[config.mk]
export PLATFORM = sky130hd
export DESIGN_NAME = biu_latency_regs
export DESIGN_NICKNAME = d
export VERILOG_FILES = /design/src/verilog/wb_resp_pkg.sv /design/src/verilog/biu_latency_regs.sv
export VERILOG_INCLUDE_DIRS = /design/src /design/src/include
export SDC_FILE = /design/constraint.sdc
export NUM_CORES = 1
export LEC_CHECK = 0
export ABC_AREA = 1
export BUFFER_PORTS_ARGS = -buffer_cell sky130_fd_sc_hd__buf_2
export CAP_MARGIN = 5
export CORE_UTILIZATION = 49
export CTS_CLUSTER_SIZE = 16
export DETAILED_ROUTE_END_ITERATION = 8
export PLACE_DENSITY = 0.87
export SLEW_MARGIN = 15
export SYNTH_ARGS = -nofsm -noshare
export SYNTH_HDL_FRONTEND = slang
export SYNTH_SLANG_ARGS = --single-unit
[constraint.sdc]
create_clock -name i_wb_clk -period 1.6 [get_ports i_wb_clk]
set_input_delay 0.24 -clock i_wb_clk [delete_from_list [all_inputs] [get_ports i_wb_clk]]
set_output_delay 0.24 -clock i_wb_clk [all_outputs]
set_load 0.005 [all_outputs]
[src/include/wb_resp_macros.svh]
// ##########################################################################
// Shared constants for the Wishbone responder subsystem
// Bus and local address widths, window base address
// SRAM depth, wait count reset value, identification word
// Width to byte count helper
// ##########################################################################

`ifndef WB_RESP_MACROS_SVH
`define WB_RESP_MACROS_SVH

// Wishbone data and byte address widths
`define WB_DATA_WIDTH 32
`define WB_ADDR_WIDTH 32

// Rebased address inside the window
`define BIU_ADDR_WIDTH 12

// Window start on the Wishbone bus
`define WB_BASE_ADDR 32'h0000_8000

// SRAM depth in words
`define SRAM_WORDS 256

// Wait states applied out of reset
`define WAIT_RESET 2

// Read-only identification word
`define RESP_ID 32'h5752_0001

// Byte lanes in a data word of width w
`define W2S(w) ((w) / 8)

`endif

[src/verilog/wb_resp_pkg.sv]
// ##########################################################################
// Wishbone responder package
// CTI and BTE encodings of Wishbone B4
// Register index encoding of the control window
// ##########################################################################

package wb_resp_pkg;

    // Cycle type identifier
    typedef enum logic [2:0] {
        WB_CTI_CLASSIC      = 3'b000,
        WB_CTI_CONSTANT     = 3'b001,
        WB_CTI_INCREMENTING = 3'b010,
        WB_CTI_END_OF_BURST = 3'b111
    } wb_cti_t;

    // Burst type extension
    // Only linear bursts are served
    typedef enum logic [1:0] {
        WB_BTE_LINEAR = 2'b00,
        WB_BTE_WRAP4  = 2'b01,
        WB_BTE_WRAP8  = 2'b10,
        WB_BTE_WRAP16 = 2'b11
    } wb_bte_t;

    // Control registers, word index above offset 0x400
    typedef enum logic [1:0] {
        REG_WAIT    = 2'd0,
        REG_SCRATCH = 2'd1,
        REG_ID      = 2'd2
    } reg_idx_t;

endpackage

[src/verilog/biu_latency_regs.sv]
// ##########################################################################
// Control register block of the responder window
// Wait count steering the target's beat latency
// Scratch register and read-only identification word
// Byte-select writes and combinational read mux
// ##########################################################################

`include "wb_resp_macros.svh"

module biu_latency_regs (
    input  logic                              i_wb_clk,
    input  logic                              i_rst_n,

    // Write and read port from the target
    input  logic                              i_reg_wr,
    input  wb_resp_pkg::reg_idx_t             i_reg_idx,
    input  logic [`W2S(`WB_DATA_WIDTH)-1:0]   i_reg_sel,
    input  logic [`WB_DATA_WIDTH-1:0]         i_reg_wdata,
    output logic [`WB_DATA_WIDTH-1:0]         o_reg_rdata,

    // Wait states per beat
    output logic [2:0]                        o_wait_cnt
);
    import wb_resp_pkg::*;

    localparam int NUM_BYTES = `W2S(`WB_DATA_WIDTH);

    logic [2:0]                wait_cnt;
    logic [`WB_DATA_WIDTH-1:0] scratch;

    // Wait count lives in byte lane 0
    always_ff @(posedge i_wb_clk) begin
        if (!i_rst_n) begin
            wait_cnt <= 3'(`WAIT_RESET);
        end else if (i_reg_wr && (i_reg_idx == REG_WAIT) && i_reg_sel[0]) begin
            wait_cnt <= i_reg_wdata[2:0];
        end
    end

    // Scratch merges only the selected lanes
    always_ff @(posedge i_wb_clk) begin
        if (!i_rst_n) begin
            scratch <= '0;
        end else if (i_reg_wr && (i_reg_idx == REG_SCRATCH)) begin
            for (int b = 0; b < NUM_BYTES; b++) begin
                if (i_reg_sel[b]) begin
                    scratch[8*b +: 8] <= i_reg_wdata[8*b +: 8];
                end
            end
        end
    end

    // Read mux
    // ID ignores writes, unused index reads zero
    always_comb begin
        case (i_reg_idx)
            REG_WAIT:    o_reg_rdata = {{(`WB_DATA_WIDTH-3){1'b0}}, wait_cnt};
            REG_SCRATCH: o_reg_rdata = scratch;
            REG_ID:      o_reg_rdata = `RESP_ID;
            default:     o_reg_rdata = '0;
        endcase
    end

    assign o_wait_cnt = wait_cnt;

endmodule

==> results of run 1 <==
-- cell usage after synthesis --
cell type and instances:
nand4_2 1, o21ai_0 10, inv_2 1, nor2_1 90, nor2_4 1, clkbuf_1 5
nand4_1 2, nand2_1 78, dfxtp_1 35, nand3_1 4, inv_1 39, buf_4 1
buf_2 6
-- kinds of logic (layout without fill, tap and decap cells) --
family | Yosys count | after routing | share of synthesized area (%)
compound gates | 10 | 10 | 3.04
flops | 35 | 35 | 42.6
simple gates | 176 | 176 | 41.8
buf+inv | 52 | 127 | 12.6
-- per-stage QoR --
| stage | total power, mW | std cells | hold WS [ns] |
|---|---|---|---|
| 6_report | 1.67 | 392 | 0.118 |
| 5_1_grt | 1.77 | 392 | 0.114 |
| 4_1_cts | 1.69 | 392 | 0.106 |
| 3_5_place_dp | 1.15 | 384 | 0.468 |
| 3_3_place_gp | 1.15 | 384 | 0.460 |
| 2_1_floorplan | 1.06 | 273 | 0.366 |
-- registers in the layout, indices dropped and copies added (netlist names) --
signal,cells
o_wait_cnt,3
scratch,32
-- worst max-delay path, stage by stage --
cell     delay [ns]
buf_2          0.11
inv_2          0.11
nand2_1        0.08
buf_4          0.20
o21ai_0        0.17
buf_2          0.14
-- how the worst min path moves through the flow --
stage                          startpoint  cells past startpoint       endpoint  slack (ns)
after CTS                 i_reg_wdata[19]                      3    scratch[19]        0.11
after floorplan            i_reg_wdata[1]                      2  o_wait_cnt[1]        0.37
after global placement     i_reg_wdata[8]                      3     scratch[8]        0.46
after detailed placement  i_reg_wdata[11]                      3    scratch[11]        0.47
after global routing      i_reg_wdata[17]                      3    scratch[17]        0.11
final                     i_reg_wdata[28]                      3    scratch[28]        0.12
-- routing by layer --
metal  vias to the layer above  global-route usage [%]  part of all wire [%]
li1                        938                       -                     -
met1                       754                    26.2                    44
met2                        48                    39.2                    49
met3                         8                    4.98                   4.3
met4                         0                    12.6                   2.1
met5                         -                       0                     0
-- placed cells by master (no fill, tap or decap) --
| cell | instances |
|---|---|
| nand2_1 | 78 |
| nand3_1 | 4 |
| buf_2 | 75 |
| nor2_1 | 90 |
| nand4_1 | 2 |
| nor2_4 | 1 |
| o21ai_0 | 10 |
| nand4_2 | 1 |
| dfxtp_1 | 35 |
| clkbuf_4 | 5 |
| inv_2 | 1 |
| buf_4 | 4 |
| clkbuf_1 | 1 |
| inv_1 | 39 |
| clkbuf_8 | 2 |
-- final cells by class --
cell class	count	area, sq um	share of cell area (%)
Inverter	40	150	7.09
Tap cell	44	55.1	2.60
Clock buffer	8	68.8	3.25
Timing Repair Buffer	79	405	19.1
Multi-Input combinational cell	186	737	34.8
Sequential cell	35	701	33.1
-- power by group --
group / internal [mW] / switching (mW)
combinational: 0.0936 / 0.126
sequential: 0.902 / 0.0107
clock: 0.258 / 0.280
==> impl_metrics.py, run 1 <==
metrics = {
    "synth": {
        "syn_area_sq_um": 1640,
        "synth_area_leaders": "dfxtp_1 43%, nor2_1 21%, nand2_1 18%",
        "synth_area_leader_cell": "dfxtp_1",
        "syn_area_per_cell_sq_um": 6.02,
        "yosys.area.top_type_share_pct": 42.6,
        "synthCells": 273,
        "ys.warnings.count": 0,
        "synth-seq-cells": 35,
        "synth.distinct_cells": 13,
        "yosysSeqAreaShare_pct": 42.6,
        "synth_nets": 314,
    },
    "route": {
        "ant_nets": 0,
        "wire_per_inst_microns": 9.38,
        "finalWirelength_microns": 3680,
        "dr.pass1.iters": 4,
        "drcViolationCount": 0,
        "avgViaCountPerCell": 4.46,
        "drtIter0Drc": 89,
        "vias": 1748,
    },
    "global_route": {
        "grt_usage_pct": 22.9,
        "grt_max_degree": 36,
        "grt_pass1_vias": 1514,
        "grt_pass1_wl_microns": 6050,
        "antenna_found_initial": 0,
        "overflow": 0,
    },
    "cts": {
        "cts_tree": "built",
        "htreeDepth": 2,
        "clkTransAtPathRegs_ns": 0.10,
        "cts_sinks": 35,
        "cts_buffers": 5,
        "clock_latency_ns": 0.34,
        "post-cts-setup-buffers": 0,
        "cts-hold-fix-buffers": 0,
        "cts_max_path_buffers": 2,
        "cts_resized": 0,
        "root_buffer": "clkbuf_4",
    },
    "sta": {
        "slew_headroom_pct": 58.8,
        "fmax_ghz": 0.769,
        "rsz0062_at_grt": "no",
        "finalCritPeriodShare_pct": 81.2,
        "slew_violations": 0,
        "fin_ws_ns": 0.300,
        "tns_ns": 0,
        "setup_violations": 0,
        "period_needed_ns": 1.30,
        "hold_viol": 0,
        "skew_ns": 0,
        "tightest_slew_ns": 0.618,
    },
    "final_layout": {
        "area_delta_synth_final_pct": 28.8,
        "drive_above_1_share_pct": 25.6,
        "finish.utilization_pct": 67.7,
        "fill_cells": 295,
        "num_antenna_cells": 0,
        "fin_area_sq_um": 2120,
        "nNetsFinal": 388,
    },
    "placement": {
        "placed_cell_area_sq_um": 2050,
        "place.gp.congestion": 0.742,
        "pre_cts_slack_ns": 0.269,
        "dp_hpwl_microns": 2670,
        "io_buffers": 75,
    },
    "worst_setup_path": {
        "ff2ff_path_depth": 4,
        "worst_setup_path_end_kind": "primary output",
        "r2r_end": "scratch[31]",
        "crit_start": "i_reg_idx[1]",
        "r2r_start": "scratch[31]",
        "crit_end": "o_reg_rdata[20]",
        "critical_path_class": "input port to primary output",
        "arrival_ns": 1.06,
        "worst_ep_required_time_ns": 1.36,
        "worst_setup_path_start_kind": "input port",
        "crit_fanout": 20,
        "rrSetupSlack_ns": 0.93,
    },
    "pwr": {
        "p_leak_nw": 1.24,
        "power_density_nw_per_um2": 789,
        "peakVddDrop_uv": 520,
    },
    "floorplan": {
        "initial_core_util_pct": 52.6,
        "core_area_sq_um": 3130,
        "ios": 76,
        "fp.dieArea_sq_um": 3590,
        "die_h_microns": 59.9,
        "fp-row-count": 20,
        "die_x_microns": 59.9,
    },
    "worst_hold_path": {
        "min_path_type": "input port to register",
    },
    "job": {
        "drv_cap": 0,
    },
    "outcome": {
        "status": "complete, no violations",
    },
}
Note: power is estimated with default switching activity, not from simulation.
==> run 2: changes to the inputs <==
--- a/config.mk
+++ b/config.mk
@@ -6,13 +6,13 @@
 export SDC_FILE = /design/constraint.sdc
 export NUM_CORES = 1
 export LEC_CHECK = 0
-export ABC_AREA = 1
+export ABC_AREA = 0
 export BUFFER_PORTS_ARGS = -buffer_cell sky130_fd_sc_hd__buf_2
 export CAP_MARGIN = 5
-export CORE_UTILIZATION = 49
+export CORE_UTILIZATION = 47
 export CTS_CLUSTER_SIZE = 16
 export DETAILED_ROUTE_END_ITERATION = 8
-export PLACE_DENSITY = 0.87
+export PLACE_DENSITY = 0.83
 export SLEW_MARGIN = 15
 export SYNTH_ARGS = -nofsm -noshare
 export SYNTH_HDL_FRONTEND = slang
==> constraint.sdc (replaced) <==
create_clock -name i_wb_clk -period 1.2 [get_ports i_wb_clk]
set_input_delay 0.18 -clock i_wb_clk [delete_from_list [all_inputs] [get_ports i_wb_clk]]
set_output_delay 0.18 -clock i_wb_clk [all_outputs]
set_load 0.005 [all_outputs]
==> run 2 against run 1 <==
Setup slack got worse by 0.19 ns. Cell count decreased by 19%. Power increased by 37%. Via count decreased by 14%. First-iteration DRC count decreased by 9.0%. Final area increased by 7.7%. Highest routed layer unchanged.
==> impl_metrics.py, run 2 <==
metrics = {
    "outcome": {
        "status": "complete, no violations",
    },
    "global_route": {
        "antenna_found_initial": 0,
        "grt_pass1_wl_microns": 5490,
        "grt_usage_pct": 18.0,
        "grt_max_degree": 38,
        "overflow": 0,
        "grt_pass1_vias": 1276,
    },
    "worst_hold_path": {
        "min_path_type": "input port to register",
    },
    "synth": {
        "synth-edff-count": 0,
        "synth_area_leaders": "dfxtp_1 40%, mux2i_1 21%, nand2_1 14%",
        "synth_common_cells": "66 x nand2_1, 37 x mux2i_1, 35 x dfxtp_1",
        "async_flop_share_pct": 0,
        "yosysSeqAreaShare_pct": 40.4,
        "syn_area_sq_um": 1730,
        "synthCells": 198,
        "ys.warnings.count": 0,
        "synthMostInstantiatedCell": "nand2_1",
        "syn_area_per_cell_sq_um": 8.76,
        "synth_ff_type": "dfxtp_1",
        "synth_area_leader_cell": "dfxtp_1",
        "synth-seq-cells": 35,
        "synth.distinct_cells": 16,
        "yosys.area.top_type_share_pct": 40.4,
        "synth_nets": 239,
    },
    "sta": {
        "tns_ns": 0,
        "slew_headroom_pct": 91.1,
        "rsz0062_at_grt": "no",
        "period_needed_ns": 1.09,
        "hold_viol": 0,
        "fmax_ghz": 0.915,
        "skew_ns": 0,
        "tightest_slew_ns": 0.130,
        "finalCritPeriodShare_pct": 91.1,
        "setup_violations": 0,
        "slew_violations": 0,
    },
    "pwr": {
        "p_int_mw": 1.75,
        "power_density_nw_per_um2": 1000,
        "p_total_mw": 2.28,
        "clock_power_share_pct": 34.6,
        "swShare_pct": 23.3,
        "seqPwrFrac_pct": 52.5,
        "peakVddDrop_uv": 930,
        "p_leak_nw": 1.11,
        "power_switching_mw": 0.533,
        "pwr-share-comb_pct": 13.0,
    },
    "worst_setup_path": {
        "worst_ep_required_time_ns": 1.02,
        "worst_setup_path_start_kind": "input port",
        "crit_fanout": 10,
        "critical_path_class": "input port to primary output",
        "r2r_end": "o_wait_cnt[1]",
        "r2r_start": "o_wait_cnt[1]",
        "crit_end": "o_reg_rdata[22]",
        "arrival_ns": 0.91,
        "worst_setup_path_end_kind": "primary output",
        "ff2ff_path_depth": 2,
        "crit_start": "i_reg_idx[1]",
        "rrSetupSlack_ns": 0.59,
    },
    "route": {
        "avgViaCountPerCell": 4.72,
        "drcViolationCount": 0,
        "drtIter0Drc": 81,
        "finalWirelength_microns": 3430,
        "wire_per_inst_microns": 10.7,
        "dr.pass1.iters": 4,
        "vias": 1505,
        "ant_nets": 0,
    },
    "cts": {
        "cts_resized": 0,
        "clkTransAtPathRegs_ns": 0.07,
        "cts_max_path_buffers": 2,
        "htreeDepth": 2,
        "post-cts-setup-buffers": 0,
        "root_buffer": "clkbuf_8",
        "cts_buffers": 5,
        "cts-hold-fix-buffers": 0,
        "clock_latency_ns": 0.28,
        "cts_tree": "built",
        "cts_sinks": 35,
    },
    "final_layout": {
        "layout_common_cells": "75 x buf_2, 66 x nand2_1, 37 x mux2i_1",
        "layout_commonest_cell": "buf_2",
        "drive_above_1_share_pct": 34.4,
        "nNetsFinal": 313,
        "area_delta_synth_final_pct": 31.5,
        "largest_reg_flops": 32,
        "fill_cells": 315,
        "fin_area_sq_um": 2280,
        "regMostFlops": "scratch",
        "num_antenna_cells": 0,
    },
    "floorplan": {
        "fp-row-count": 21,
        "ios": 76,
        "die_h_microns": 62.7,
        "core_area_sq_um": 3440,
        "die_x_microns": 62.7,
        "fp.dieArea_sq_um": 3940,
        "initial_core_util_pct": 50.4,
    },
    "placement": {
        "io_buffers": 75,
        "placed_cell_area_sq_um": 2190,
        "dp_hpwl_microns": 2550,
        "place.gp.congestion": 0.728,
    },
    "job": {
        "drv_cap": 0,
    },
}
-- run 2: metal layers --
layer,global-route usage (%),wire length (microns),vias to the layer above
li1,-,-,783
met1,20.3,1570,665
met2,30.2,1600,51
met3,6.02,201,6
met4,8.72,49,0
met5,0,0,-
-- run 2: worst min path at each step --
| stage | start | slack [ns] | cells after the start | endpoint |
|---|---|---|---|---|
| final | i_reg_wdata[19] | 0.14 | 3 | scratch[19] |
| after global routing | i_reg_wdata[25] | 0.13 | 3 | scratch[25] |
| after CTS | i_reg_wdata[25] | 0.13 | 3 | scratch[25] |
| after detailed placement | i_reg_wdata[3] | 0.43 | 3 | scratch[3] |
| after global placement | i_reg_wdata[26] | 0.43 | 3 | scratch[26] |
| after floorplan | i_reg_wdata[10] | 0.32 | 2 | scratch[10] |
-- run 2: through the flow --
stage | utilization [%] | std cells | hold WS [ns] | worst slack, ns
6_report | 66.3 | 319 | 0.138 | 0.107
5_1_grt | 66.3 | 319 | 0.133 | 0.00421
4_1_cts | 66.1 | 319 | 0.130 | 0.0535
3_5_place_dp | 63.7 | 311 | 0.433 | 0.0571
3_3_place_gp | 63.7 | 311 | 0.428 | 0.0865
2_1_floorplan | - | 198 | 0.322 | 0.241
-- run 2: power by group through the flow --
stage | clock, mW | combinational [mW] | sequential [mW]
after floorplan | 0 | 0.165 | 1.22
after global placement | 0 | 0.293 | 1.22
after detailed placement | 0 | 0.298 | 1.23
after CTS | 0.822 | 0.299 | 1.20
after global routing | 0.870 | 0.328 | 1.20
final | 0.789 | 0.296 | 1.20
-- run 2: worst max-delay path, cell delays in order --
cell and delay (ns):
buf_2 0.15, nor2b_1 0.14, buf_4 0.16, a21o_1 0.16, buf_2 0.12
-- run 2: layout make-up --
type	instances	area, sq um	area share [%]
Clock buffer	7	76.3	3.35
Multi-Input combinational cell	145	915	40.1
Sequential cell	35	702	30.8
Tap cell	46	57.6	2.52
Timing Repair Buffer	85	526	23.0
Clock inverter	1	5.00	0.219
-- run 2: logic make-up after synthesis --
| kind of cell | after synthesis | synth area share (%) |
|---|---|---|
| buffers and inverters | 18 | 7.14 |
| muxes | 37 | 21.4 |
| AOI/OAI and AO/OA | 9 | 3.97 |
| DFF | 35 | 40.4 |
| and+or+nand+nor | 99 | 27.1 |
==> run 3: changes to the inputs <==
--- a/config.mk
+++ b/config.mk
@@ -6,13 +6,13 @@
 export SDC_FILE = /design/constraint.sdc
 export NUM_CORES = 1
 export LEC_CHECK = 0
-export ABC_AREA = 0
-export BUFFER_PORTS_ARGS = -buffer_cell sky130_fd_sc_hd__buf_2
+export ABC_AREA = 1
 export CAP_MARGIN = 5
-export CORE_UTILIZATION = 47
+export CORE_UTILIZATION = 49
 export CTS_CLUSTER_SIZE = 16
 export DETAILED_ROUTE_END_ITERATION = 8
-export PLACE_DENSITY = 0.83
+export DONT_BUFFER_PORTS = 1
+export PLACE_DENSITY = 0.68
 export SLEW_MARGIN = 15
 export SYNTH_ARGS = -nofsm -noshare
 export SYNTH_HDL_FRONTEND = slang
==> run 3 against run 2 <==
Setup slack got worse by 0.045 ns. Sequential share of layout area rose by 4.3 points. Via count rose by 2.4%. Register-to-register slack got worse by 0.53 ns. Clock-buffer cell count rose by 1. Largest cell class unchanged. Highest routed layer unchanged.
==> impl_metrics.py, run 3 (synthesis gave the netlist of run 1 again) <==
metrics = {
    "sta": {
        "fmax_ghz": 0.879,
        "tightest_slew_ns": 0.385,
        "hold_viol": 0,
        "setup_violations": 0,
        "hold_slack_ns": 0.0248,
        "skew_ns": 0,
        "slew_headroom_pct": 74.3,
        "slew_violations": 0,
        "period_needed_ns": 1.14,
        "tns_ns": 0,
        "finalCritPeriodShare_pct": 94.8,
        "rsz0062_at_grt": "no",
    },
    "placement": {
        "dp_hpwl_microns": 2310,
        "dp_cells": 309,
        "place.gp.congestion": 0.680,
        "io_buffers": 0,
        "placed_cell_area_sq_um": 1670,
    },
    "final_layout": {
        "area_delta_synth_final_pct": 21.8,
        "regMostFlops": "scratch",
        "fill_cells": 308,
        "drive_above_1_share_pct": 5.37,
        "layout_common_cells": "90 x nor2_1, 78 x nand2_1, 39 x inv_1",
        "layout_commonest_cell": "nor2_1",
        "num_antenna_cells": 0,
        "fin_area_sq_um": 2000,
        "largest_reg_flops": 32,
        "nNetsFinal": 338,
        "finish.utilization_pct": 64.0,
        "fin_cells": 342,
    },
    "worst_setup_path": {
        "worst_setup_path_end_kind": "register",
        "rrSetupSlack_ns": 0.06,
        "arrival_ns": 1.36,
        "worst_ep_required_time_ns": 1.42,
        "crit_fanout": 3,
        "slowest_stage": "dlygate4sd3_1",
        "worst_setup_path_start_kind": "register",
        "critical_path_class": "register to register",
        "max_stage_delay_ns": 0.55,
        "cp_cell_sequence": "o21ai_0 > nand3_1 > dlygate4sd3_1",
    },
    "route": {
        "ant_nets": 0,
        "wl_met3_microns": 167,
        "drtIter0Drc": 53,
        "vias": 1541,
        "avgViaCountPerCell": 4.51,
        "wire_per_inst_microns": 10.5,
        "wl_met1_microns": 1600,
        "finalWirelength_microns": 3590,
        "drcViolationCount": 0,
        "dr.pass1.iters": 4,
        "top_layer_used": "met4",
        "wl_met2_microns": 1720,
    },
    "cts": {
        "cts_buffers": 5,
        "root_buffer": "clkbuf_4",
        "cts_max_path_buffers": 2,
        "post-cts-setup-buffers": 0,
        "htreeDepth": 2,
        "cts_tree": "built",
        "clkTransAtPathRegs_ns": 0.10,
        "cts_sinks": 35,
        "clock_latency_ns": 0.32,
    },
    "global_route": {
        "grt_max_degree": 36,
        "grt_pass1_wl_microns": 5470,
        "antenna_found_initial": 0,
        "grt_usage_pct": 21.1,
        "overflow": 0,
        "grt_pass1_vias": 1329,
    },
    "outcome": {
        "status": "complete, no violations",
    },
    "floorplan": {
        "fp.dieArea_sq_um": 3590,
        "initial_core_util_pct": 52.6,
        "die_x_microns": 59.9,
        "fp-row-count": 20,
        "core_area_sq_um": 3130,
        "die_h_microns": 59.9,
        "ios": 76,
    },
    "pwr": {
        "peakVddDrop_uv": 844,
        "p_leak_nw": 1.01,
        "power_density_nw_per_um2": 1090,
    },
    "job": {
        "drv_cap": 0,
    },
    "worst_hold_path": {
        "min_path_type": "input port to register",
    },
}
[run 3: cell types whose count changed in the layout (fill, tap and decap cells not counted), moves of 4 or more]
| cell | change |
|---|---|
| and4b_1 | -4 |
| dlygate4sd3_1 | +24 |
| buf_2 | -75 |
| a21o_1 | -8 |
| nand2_1 | +12 |
| and2_1 | -21 |
| nand3_1 | +4 |
| mux2i_1 | -37 |
| buf_12 | -5 |
| o21ai_0 | +10 |
| inv_1 | +39 |
| nor2_1 | +87 |
| clkbuf_4 | +5 |
[run 3: layer usage]
metal	vias up	GRT usage, %
met4	0	12.0
met1	640	23.1
met5	-	0
met3	12	5.63
li1	839	-
met2	50	36.3
[run 3: critical path: cells and delay by family, from the launching register on]
kind,cells,cell delay (ns)
buf+inv,1,0.55
simple gates,1,0.08
flops,1,0.34
compound gates,1,0.07
[run 3: layout make-up]
| class | count | area (sq um) | share of cell area, % |
|---|---|---|---|
| timing repair buffer | 29 | 290 | 14.5 |
| tap | 44 | 55.1 | 2.75 |
| multi-input combinational | 186 | 737 | 36.8 |
| clock buffer | 8 | 68.8 | 3.44 |
| inverter | 40 | 150 | 7.50 |
| sequential | 35 | 702 | 35.0 |
[run 3: repair_timing]
| item | 4_1_cts | 5_1_grt |
|---|---|---|
| hold buffers | 24 | 1 |
| endpoints found under the hold margin | 35 | 1 |
| setup endpoints to repair | 0 | 1 |
| gates resized for setup | 0 | 1 |
[run 3: through the flow]
stage / total power, mW / worst slack [ns]
2_1_floorplan: 1.41 / 0.145
3_3_place_gp: 1.42 / 0.181
3_5_place_dp: 1.42 / 0.142
4_1_cts: 2.21 / 0.0485
5_1_grt: 2.31 / 0.00884
6_report: 2.19 / 0.0620
[run 3: path summary, 6_finish.rpt]
kind,depth (start not counted),startpoint,endpoint
max reg2reg,3,o_wait_cnt[1],o_wait_cnt[1]
max,3,o_wait_cnt[1],o_wait_cnt[1]
min reg2reg,2,scratch[6],scratch[6]
min,2,i_reg_wdata[14],scratch[14]
[run 3: where the power goes]
group	total, mW	internal, mW	switching, mW
Sequential	1.22	1.20	0.0140
Clock	0.710	0.345	0.365
Combinational	0.264	0.117	0.146
